## src/hdl/exec_pkg.sv

```systemverilog
/* execute stage shared definitions */

package exec_pkg;

   // datapath width, fixed by the four shifter stages (1, 2, 4, 8)
   localparam int data_w = 16;

   // shift count width, covers amounts 0 to 15
   localparam int cnt_w = 4;

   // operations accepted by the execute stage
   typedef enum logic [2:0] {
      // a plus b, wraps
      add_op = 3'd0,
      // a minus b, wraps
      sub_op = 3'd1,
      // bitwise and
      and_op = 3'd2,
      // bitwise exclusive or
      xor_op = 3'd3,
      // rotate left
      rol_op = 3'd4,
      // shift left, zero fill
      sll_op = 3'd5,
      // rotate right
      ror_op = 3'd6,
      // shift right, zero fill
      srl_op = 3'd7
   } alu_op_e;

   // shifter mode select, rol 00, sll 01, ror 10, srl 11
   typedef enum logic [1:0] {
      shift_rol = 2'b00,
      shift_sll = 2'b01,
      shift_ror = 2'b10,
      shift_srl = 2'b11
   } shift_op_e;

endpackage

```

## src/hdl/shifter.sv

```systemverilog
/* logarithmic barrel shifter */

module shifter (
   input  logic [exec_pkg::data_w-1:0] in_data,
   input  logic [exec_pkg::cnt_w-1:0]  cnt,
   input  exec_pkg::shift_op_e         shift_op,
   output logic [exec_pkg::data_w-1:0] out_data
);

   import exec_pkg::*;

   // stage_data[0] is the input, stage_data[cnt_w] the final result
   logic [data_w-1:0] stage_data [0:cnt_w];

   // one stage of the cascade, amt is a constant per stage
   function automatic logic [data_w-1:0] shift_by(
      input logic [data_w-1:0] din,
      input shift_op_e         sop,
      input int                amt
   );
      logic [data_w-1:0] res;
      case (sop)
         // bits leaving the top come back in at the bottom
         shift_rol: res = (din << amt) | (din >> (data_w - amt));
         shift_sll: res = din << amt;
         // bits leaving the bottom come back in at the top
         shift_ror: res = (din >> amt) | (din << (data_w - amt));
         shift_srl: res = din >> amt;
         default:   res = din;
      endcase
      return res;
   endfunction

   assign stage_data[0] = in_data;

   // four stages of 1, 2, 4 and 8 bits
   for (genvar i = 0; i < cnt_w; i++) begin : g_stage
      localparam int amt = 1 << i;

      // count bit i decides whether this stage moves the data
      assign stage_data[i+1] = cnt[i] ? shift_by(stage_data[i], shift_op, amt)
                                      : stage_data[i];
   end

   assign out_data = stage_data[cnt_w];

endmodule

```

## src/hdl/alu_core.sv

```systemverilog
/* execute stage arithmetic and logic unit */

module alu_core (
   input  exec_pkg::alu_op_e           d_op,
   input  logic [exec_pkg::data_w-1:0] d_a,
   input  logic [exec_pkg::data_w-1:0] d_b,
   input  exec_pkg::shift_op_e         d_shift_op,
   input  logic [exec_pkg::cnt_w-1:0]  d_cnt,
   output logic [exec_pkg::data_w-1:0] alu_result,
   output logic                        alu_ovf
);

   import exec_pkg::*;

   logic [data_w-1:0] sum;
   logic [data_w-1:0] diff;
   logic [data_w-1:0] shift_out;
   logic              sum_ovf;
   logic              diff_ovf;

   // both arithmetic results are formed every cycle, d_op picks one
   assign sum  = d_a + d_b;
   assign diff = d_a - d_b;

   // add overflows when like signs give a result of the other sign
   assign sum_ovf = (d_a[data_w-1] == d_b[data_w-1]) &&
                    (sum[data_w-1] != d_a[data_w-1]);

   // subtract overflows when unlike signs flip the sign of a
   assign diff_ovf = (d_a[data_w-1] != d_b[data_w-1]) &&
                     (diff[data_w-1] != d_a[data_w-1]);

   // rotates and logical shifts, count and mode already chosen by decode
   shifter u_shifter (
      .in_data  (d_a),
      .cnt      (d_cnt),
      .shift_op (d_shift_op),
      .out_data (shift_out)
   );

   // result select
   always_comb begin
      alu_result = '0;
      alu_ovf    = 1'b0;
      case (d_op)
         add_op: begin
            alu_result = sum;
            alu_ovf    = sum_ovf;
         end
         sub_op: begin
            alu_result = diff;
            alu_ovf    = diff_ovf;
         end
         and_op: alu_result = d_a & d_b;
         xor_op: alu_result = d_a ^ d_b;
         // all four shift flavors share the one shifter
         rol_op,
         sll_op,
         ror_op,
         srl_op: alu_result = shift_out;
         default: begin
            alu_result = '0;
            alu_ovf    = 1'b0;
         end
      endcase
   end

endmodule

```

## src/hdl/exec_decode.sv

```systemverilog
/* execute stage operand latch and decode */

module exec_decode (
   input  logic                        clk,
   input  logic                        rst_n,
   input  logic                        in_valid,
   input  exec_pkg::alu_op_e           op,
   input  logic [exec_pkg::data_w-1:0] a,
   input  logic [exec_pkg::data_w-1:0] b,
   input  logic [exec_pkg::cnt_w-1:0]  imm,
   input  logic                        use_imm,
   output logic                        d_valid,
   output exec_pkg::alu_op_e           d_op,
   output logic [exec_pkg::data_w-1:0] d_a,
   output logic [exec_pkg::data_w-1:0] d_b,
   output exec_pkg::shift_op_e         d_shift_op,
   output logic [exec_pkg::cnt_w-1:0]  d_cnt
);

   import exec_pkg::*;

   shift_op_e         shift_sel;
   logic [cnt_w-1:0]  cnt_sel;

   // map the shift operations onto the shifter mode code
   always_comb begin
      case (op)
         rol_op:  shift_sel = shift_rol;
         sll_op:  shift_sel = shift_sll;
         ror_op:  shift_sel = shift_ror;
         srl_op:  shift_sel = shift_srl;
         // don't care for add, sub and logic ops
         default: shift_sel = shift_rol;
      endcase
   end

   // shift amount from the immediate or from the low bits of b
   assign cnt_sel = use_imm ? imm : b[cnt_w-1:0];

   // valid follows the strobe every cycle
   always_ff @(posedge clk or negedge rst_n) begin
      if (!rst_n) begin
         d_valid <= 1'b0;
      end else begin
         d_valid <= in_valid;
      end
   end

   // operands and decoded fields only load on a strobe
   always_ff @(posedge clk) begin
      if (in_valid) begin
         d_op       <= op;
         d_a        <= a;
         d_b        <= b;
         d_shift_op <= shift_sel;
         d_cnt      <= cnt_sel;
      end
   end

   // a strobed operation must carry a defined opcode
   a_op_known: assert property (@(posedge clk) disable iff (!rst_n)
      in_valid |-> !$isunknown(op));

endmodule

```

## src/hdl/result_stage.sv

```systemverilog
/* execute stage result register and flags */

module result_stage (
   input  logic                        clk,
   input  logic                        rst_n,
   input  logic                        d_valid,
   input  logic [exec_pkg::data_w-1:0] alu_result,
   input  logic                        alu_ovf,
   output logic                        out_valid,
   output logic [exec_pkg::data_w-1:0] result,
   output logic                        zero,
   output logic                        neg,
   output logic                        ovf
);

   import exec_pkg::*;

   // out_valid is a one cycle pulse per decoded operation
   always_ff @(posedge clk or negedge rst_n) begin
      if (!rst_n) begin
         out_valid <= 1'b0;
      end else begin
         out_valid <= d_valid;
      end
   end

   // result and flags hold until the next valid operation
   always_ff @(posedge clk or negedge rst_n) begin
      if (!rst_n) begin
         result <= '0;
         zero   <= 1'b0;
         neg    <= 1'b0;
         ovf    <= 1'b0;
      end else if (d_valid) begin
         result <= alu_result;
         // flags come from the same alu value as the result
         zero   <= (alu_result == '0);
         neg    <= alu_result[data_w-1];
         ovf    <= alu_ovf;
      end
   end

   // nothing comes out in the first cycle after reset is released
   a_quiet_after_reset: assert property (@(posedge clk)
      $rose(rst_n) |=> !out_valid);

   // a reported result is always fully defined
   a_result_known: assert property (@(posedge clk) disable iff (!rst_n)
      out_valid |-> !$isunknown(result));

endmodule

```

## src/hdl/exec_unit.sv

```systemverilog
/* execute stage top level */

module exec_unit (
   input  logic                        clk,
   input  logic                        rst_n,
   input  logic                        in_valid,
   input  exec_pkg::alu_op_e           op,
   input  logic [exec_pkg::data_w-1:0] a,
   input  logic [exec_pkg::data_w-1:0] b,
   input  logic [exec_pkg::cnt_w-1:0]  imm,
   input  logic                        use_imm,
   output logic                        out_valid,
   output logic [exec_pkg::data_w-1:0] result,
   output logic                        zero,
   output logic                        neg,
   output logic                        ovf
);

   import exec_pkg::*;

   // decode to alu
   logic              d_valid;
   alu_op_e           d_op;
   logic [data_w-1:0] d_a;
   logic [data_w-1:0] d_b;
   shift_op_e         d_shift_op;
   logic [cnt_w-1:0]  d_cnt;

   // alu to result register
   logic [data_w-1:0] alu_result;
   logic              alu_ovf;

   // first cycle, latch and decode
   exec_decode u_decode (
      .clk        (clk),
      .rst_n      (rst_n),
      .in_valid   (in_valid),
      .op         (op),
      .a          (a),
      .b          (b),
      .imm        (imm),
      .use_imm    (use_imm),
      .d_valid    (d_valid),
      .d_op       (d_op),
      .d_a        (d_a),
      .d_b        (d_b),
      .d_shift_op (d_shift_op),
      .d_cnt      (d_cnt)
   );

   alu_core u_alu (
      .d_op       (d_op),
      .d_a        (d_a),
      .d_b        (d_b),
      .d_shift_op (d_shift_op),
      .d_cnt      (d_cnt),
      .alu_result (alu_result),
      .alu_ovf    (alu_ovf)
   );

   // second cycle, result and flags
   result_stage u_result (
      .clk        (clk),
      .rst_n      (rst_n),
      .d_valid    (d_valid),
      .alu_result (alu_result),
      .alu_ovf    (alu_ovf),
      .out_valid  (out_valid),
      .result     (result),
      .zero       (zero),
      .neg        (neg),
      .ovf        (ovf)
   );

endmodule

```

## config.mk

```make
export PLATFORM = sky130hd
export DESIGN_NAME = exec_unit
export DESIGN_NICKNAME = d
export VERILOG_FILES = /design/src/hdl/exec_pkg.sv /design/src/hdl/shifter.sv /design/src/hdl/alu_core.sv /design/src/hdl/exec_decode.sv /design/src/hdl/result_stage.sv /design/src/hdl/exec_unit.sv
export SDC_FILE = /design/constraint.sdc
export NUM_CORES = 1
export LEC_CHECK = 0
export BUFFER_PORTS_ARGS = -buffer_cell sky130_fd_sc_hd__buf_2
export CAP_MARGIN = 10
export CORE_ASPECT_RATIO = 1.25
export CORE_MARGIN = 8
export CORE_UTILIZATION = 61
export DETAILED_ROUTE_END_ITERATION = 16
export PLACE_DENSITY = 0.8
export SYNTH_ARGS = -nofsm -noshare
export SYNTH_HDL_FRONTEND = slang
export SYNTH_SLANG_ARGS = --single-unit
export TNS_END_PERCENT = 5
```

## constraint.sdc

```tcl
create_clock -name clk -period 4.37 [get_ports clk]
set_input_delay 0.2185 -clock clk [delete_from_list [all_inputs] [get_ports clk]]
set_output_delay 0.2185 -clock clk [all_outputs]
set_load 0.05 [all_outputs]
```

# Yosys cells after proc, flatten, opt, wreduce, memory -nomap -nowiden
# Index checks and enable logic that the tools add are counted.
dict set report totals {
  regBits 62
  elab_cells 58
}
dict set report op_classes {
  n_addsub 2
  n_eq_ne 17
  n_mux 12
  bitwise 9
  n_reduce_logical 7
}
# op count
set op_table {}
lappend op_table {{case mux 16 bit (4 select lines)} 3}
lappend op_table {{case mux 16 bit (5 select lines)} 1}
lappend op_table {{2-to-1 mux 16 bit} 4}
lappend op_table {{case mux 16 bit (3 select lines)} 1}
lappend op_table {{== test 3 bit, second input constant} 7}
lappend op_table {{adder 16 bit} 1}
lappend op_table {{AND 16 bit} 1}
lappend op_table {{logical NOT 16 bit} 1}
lappend op_table {{OR 12 x 16 -> 16 bit} 1}
lappend op_table {{OR 14 x 16 -> 16 bit} 1}
lappend op_table {{OR 15 x 16 -> 16 bit} 1}
lappend op_table {{OR 16 x 1 -> 16 bit} 1}
lappend op_table {{OR 16 x 2 -> 16 bit} 1}
lappend op_table {{OR 16 x 4 -> 16 bit} 1}
lappend op_table {{OR 8 x 16 -> 16 bit} 1}
lappend op_table {{subtractor 16 bit} 1}
lappend op_table {{bitwise XOR 16 bit} 1}
lappend op_table {{== test 3 x 2 -> 1 bit, second input constant} 2}
lappend op_table {{case mux 2 bit (3 select lines)} 1}
lappend op_table {{== test 2 bit, second input constant} 2}
lappend op_table {{2-to-1 mux 4 bit} 1}
lappend op_table {{OR reduction 4 bit} 1}
lappend op_table {{== test 3 x 1 -> 1 bit, second input constant} 1}
lappend op_table {{logical NOT 3 bit} 1}
lappend op_table {{other kinds (7)} 10}

# Longest topological paths before layout
dict set report logic_depth {
  depth_word 14
  ltp_mapped 13
  ltp_nobuf 13
}

# By module
# Synthesis repeated with hierarchy kept, for this count alone.
dict set report unflattened {
  hier_cells 688
  area_unflattened_um2 6084.6
}
# module n_inst cells_each area_per_inst_um2
set by_module_without_submodules {}
lappend by_module_without_submodules {alu_core 1 332 2189.6}
lappend by_module_without_submodules {shifter 1 261 1834.3}
lappend by_module_without_submodules {exec_decode 1 48 1313.8}
lappend by_module_without_submodules {result_stage 1 47 747.0}

# Worst setup path after synthesis
# Ideal clock, no wire load.
dict set report synth_path {
  kind {flip-flop to flip-flop}
  start {register u_decode.d_a[1] in the netlist's numbering}
  end {register u_result.zero}
  setup_ps 103
  arrival_ps 2919
  required_time_ps 4267
  slack_ps 1348
  stages_incl_launch_ff 13
  n_path_buf 1
  cell_sequence {edfxtp_1 clkbuf_1 inv_1 fa_1 or2_0 a221oi_2 o22ai_1 a2111o_1 o2111ai_1 o211ai_1 nor4_1 nand4_1 o41ai_2}
}
dict set report synth_between {
  elab_chain_len 14
}
# item line_no
set synth_rtl {}
lappend synth_rtl {{start, declared} exec_decode.sv:14} ;# output logic [exec_pkg::data_w-1:0] d_a,
lappend synth_rtl {{start signal, assigned} exec_decode.sv:53} ;# d_a <= a;
lappend synth_rtl {{OR 16 x 1 -> 16 bit or OR 15 x 16 -> 16 bit (tied branches)} {shifter.sv:24, shifter.sv:27}}
lappend synth_rtl {{case mux 16 bit (4 select lines)} shifter.sv:22} ;# case (sop)
lappend synth_rtl {{2-to-1 mux 16 bit} shifter.sv:41} ;# assign stage_data[i+1] = cnt[i] ? shift_by(stage_data[i], shift_op, amt)
lappend synth_rtl {{OR 16 x 2 -> 16 bit or OR 14 x 16 -> 16 bit (tied branches)} {shifter.sv:24, shifter.sv:27}}
lappend synth_rtl {{case mux 16 bit (4 select lines)} shifter.sv:22}
lappend synth_rtl {{2-to-1 mux 16 bit} shifter.sv:41}
lappend synth_rtl {{OR 16 x 4 -> 16 bit or OR 12 x 16 -> 16 bit (tied branches)} {shifter.sv:24, shifter.sv:27}}
lappend synth_rtl {{case mux 16 bit (4 select lines)} shifter.sv:22}
lappend synth_rtl {{2-to-1 mux 16 bit} shifter.sv:41}
lappend synth_rtl {{OR 8 x 16 -> 16 bit} {shifter.sv:24, shifter.sv:27}}
lappend synth_rtl {{case mux 16 bit (3 select lines)} shifter.sv:22}
lappend synth_rtl {{2-to-1 mux 16 bit} shifter.sv:41}
lappend synth_rtl {{case mux 16 bit (5 select lines) (*)} alu_core.sv:45} ;# case (d_op)
lappend synth_rtl {{logical NOT 16 bit (*)} result_stage.sv:37} ;# zero <= (alu_result == '0);
lappend synth_rtl {{end signal, assigned} result_stage.sv:37}
lappend synth_rtl {{end, declared} result_stage.sv:11} ;# output logic zero,
# Every way passes the cells marked *; elsewhere a longest branch is shown, timed or not.
# A chain may end at the register's enable or synchronous reset.

# Worst setup path in the final report
dict set report layout_path {
  start {register u_decode.d_a[4] in the netlist's numbering}
  end {register u_result.result[13] in the netlist's numbering}
}
dict set report layout_between {
  elab_chain_len 13
}
# item line_no
set layout_rtl {}
lappend layout_rtl {{OR 15 x 16 -> 16 bit} shifter.sv:27} ;# shift_ror: res = (din >> amt) | (din << (data_w - amt));
lappend layout_rtl {{case mux 16 bit (4 select lines)} shifter.sv:22}
lappend layout_rtl {{2-to-1 mux 16 bit} shifter.sv:41}
lappend layout_rtl {{OR 14 x 16 -> 16 bit} shifter.sv:27}
lappend layout_rtl {{case mux 16 bit (4 select lines)} shifter.sv:22}
lappend layout_rtl {{2-to-1 mux 16 bit} shifter.sv:41}
lappend layout_rtl {{OR 16 x 4 -> 16 bit} shifter.sv:24} ;# shift_rol: res = (din << amt) | (din >> (data_w - amt));
lappend layout_rtl {{case mux 16 bit (4 select lines)} shifter.sv:22}
lappend layout_rtl {{2-to-1 mux 16 bit} shifter.sv:41}
lappend layout_rtl {{OR 8 x 16 -> 16 bit} {shifter.sv:24, shifter.sv:27}}
lappend layout_rtl {{case mux 16 bit (3 select lines)} shifter.sv:22}
lappend layout_rtl {{2-to-1 mux 16 bit} shifter.sv:41}
lappend layout_rtl {{case mux 16 bit (5 select lines) (*)} alu_core.sv:45}
lappend layout_rtl {{end signal, assigned} result_stage.sv:35} ;# result <= alu_result;
lappend layout_rtl {{end, declared} result_stage.sv:10} ;# output logic [exec_pkg::data_w-1:0] result,
# Marked as above.

==> flow_summary.json <==
{
  "grt_pass1_wl_mm": 32.95,
  "drive_above_1_share_pct": 17.45,
  "slew_viol_final": 0,
  "clkSlewWorstSetupHoldPaths_ps": 60,
  "io_pins": 63,
  "final_nets": 839,
  "vias": 6337,
  "outcome": "complete, no violations",
  "fin_cells": 897,
  "wl_mm": 20.91,
  "place.gp.congestion": 1.047,
  "stdcell_area_mm2": 0.006810,
  "hold_buffers": 1,
  "ys_ff_latch": 61,
  "finalHoldViolations": 0,
  "required_ps": 4650,
  "ys_warn_count": 0,
  "antenna_found_initial": 0,
  "cts_setup_buffers": 0,
  "die_area_mm2": 0.01359,
  "synth.yosys.seq_area_share_pct": 28.12,
  "port_buffers": 62,
  "power_leakage_nw": 2.809,
  "synth-async-reset-ratio_pct": 32.79,
  "drt_pre_antenna_iters": 6,
  "coreArea_mm2": 0.009952,
  "rows": 41,
  "synth_fp_nets": 806,
  "critPathMaxFanout": 13,
  "cts_resized": 0,
  "cts-root-buf": "clkbuf_16",
  "htree_levels": 3,
  "max-slew-margin-rel_pct": 29.94,
  "first_global_vias": 6116,
  "min_path_type": "in2reg",
  "clkLatencyLatePin_ps": 340,
  "via_per_inst": 7.065,
  "die_x_um": 105.9,
  "cts_tree": "yes",
  "finalCriticalPeriod_ps": 3627,
  "setup_viol": 0,
  "final_common_cell": "nor2_1",
  "diodes": 0,
  "worst_pin_slew_ps": 1051,
  "grt_max_degree": 47,
  "startpoint_type": "register",
  "path_class": "reg2reg",
  "first_iter_violations": 1018,
  "final_cell_mix": "91 x nor2_1, 62 x buf_2, 51 x a21oi_1",
  "area_growth_pct": 10.59,
  "period_share_pct": 83.00,
  "finClkSkew_ps": 13.02,
  "dpl.hpwl_mm": 15.33,
  "avgRoutedWirePerCell_um": 23.31,
  "syn-instance-count": 730,
  "synthDistinctLibCells": 80,
  "dpl.cell_count": 880,
  "clk_path_buf_depth": 2,
  "end_kind": "register",
  "max_freq_mhz": 275.7,
  "syn-cell-area_mm2": 0.006158,
  "clock_sinks": 61,
  "syn_avg_cell_area_um2": 8.436,
  "initial_core_util_pct": 61.88,
  "synth_flop_cell": "edfxtp_1",
  "rsz0062_at_grt": "false",
  "synth_edf_count": 41,
  "overflow": 0,
  "place_area_mm2": 0.006474,
  "crit_arrival_ps": 3910,
  "fill_cells": 813,
  "tns_ps": 0,
  "p_per_area_mw_per_mm2": 388.9,
  "cts_buffers": 9,
  "drc": 0,
  "ir_drop_mv": 0.3312,
  "grt_usage_pct": 30.70,
  "die_y_um": 128.3,
  "cap_violations": 0,
  "detail-route-antenna-nets": 0
}
-- registers in the layout, summed over array words and instances (netlist names) --
| signal | flops |
|---|---|
| u_decode.d_a | 16 |
| u_decode.d_b | 16 |
| u_result.result | 15 |
| u_decode.d_cnt | 4 |
| u_decode.d_op | 3 |
| u_decode.d_shift_op | 2 |
| u_decode.d_valid | 1 |
| u_result.neg | 1 |
| u_result.out_valid | 1 |
| u_result.ovf | 1 |
| u_result.zero | 1 |
-- layout make-up --
| class | instances | area, um^2 | area share (%) |
|---|---|---|---|
| clock inverter | 1 | 6.256 | 0.09186 |
| inverter | 43 | 161.4 | 2.370 |
| tap | 129 | 161.4 | 2.370 |
| timing repair buffer | 80 | 473.0 | 6.945 |
| multi-input combinational | 568 | 3956 | 58.09 |
| sequential | 61 | 1732 | 25.43 |
| clock buffer | 15 | 320.3 | 4.703 |
-- per-layer routing --
metal	global-route usage [%]	vias to the layer above	share of wire, %
li1	-	2809	-
met1	38.02	2937	38
met2	46.68	490	44
met3	7.654	101	11
met4	20.08	0	6.7
met5	0	-	0
-- cells in the mapped netlist, types with 5 or more instances --
master	n	area, um^2
nand3b_1	6	45.04
o221ai_1	5	43.79
nor4_1	7	43.79
a21oi_1	51	255.2
nor3_1	18	90.09
clkbuf_1	25	93.84
o21ai_0	29	145.1
buf_6	7	78.83
mux2_2	14	157.7
a311oi_1	8	70.07
and2_1	6	37.54
a41oi_1	5	43.79
edfxtp_1	41	1231
nand2b_1	22	137.6
a31oi_1	9	56.30
mux4_2	6	135.1
buf_2	22	110.1
a211oi_1	22	165.2
inv_1	42	157.7
nor2_1	91	341.6
dfrtp_1	20	500.5
o21a_1	6	45.04
o31ai_1	5	37.54
o211ai_1	11	82.58
a21o_1	7	52.55
a221oi_1	5	43.79
nand2_1	46	172.7
o22ai_1	11	68.82
ha_1	31	387.9
nand3_1	6	30.03
nor2b_1	9	56.30
mux2i_1	36	360.4
nand4_1	6	37.54
-- metrics by stage --
stage	hold WS [ps]	util, %	setup slack [ps]	total power [mW]
floorplan	-77.09	-	1348	1.557
global placement	166.9	65.05	834.3	1.826
detailed placement	178.1	65.05	928.5	1.845
CTS	44.88	68.43	917.6	2.615
global route	44.39	68.43	555.8	2.749
finish	47.07	68.43	742.9	2.648
-- worst paths after layout --
kind,start,to,slack [ps],depth (start not counted)
hold reg to reg,u_result.result[3],u_result.result[3],480,1
hold / removal,b[5],u_decode.d_b[5],50,1
max in group asynchronous,rst_n,u_result.result[5],3720,2
setup / recovery,u_decode.d_a[4],u_result.result[13],740,10
min in group asynchronous,rst_n,u_result.result[10],340,2
setup reg to reg,u_decode.d_a[4],u_result.result[13],740,10
-- cell families after synthesis --
family          Yosys count  share of synthesized area [%]
flops                    61                          28.12
fa+ha+maj                33                          6.948
compound gates          231                          26.82
simple gates            242                          19.02
buf+inv                 101                          7.639
xor+xnor                  6                         0.8535
mux                      56                          10.61
-- worst max-delay path: stages, from the launching register on --
cell and delay (ps):
edfxtp_1 650, ha_1 670, nand2_1 150, a21oi_1 270
o21ai_0 160, o211a_1 210, o31ai_1 480, nor2_1 90
o21a_1 190, a211oi_1 440, mux2_2 250
-- where the power goes --
part | internal (mW) | leakage, nW | switching [mW]
logic | 0.376 | 2.01 | 0.701
clock network | 0.501 | 0.163 | 0.271
registers | 0.695 | 0.640 | 0.105
Note: power is estimated with default switching activity, not from simulation.
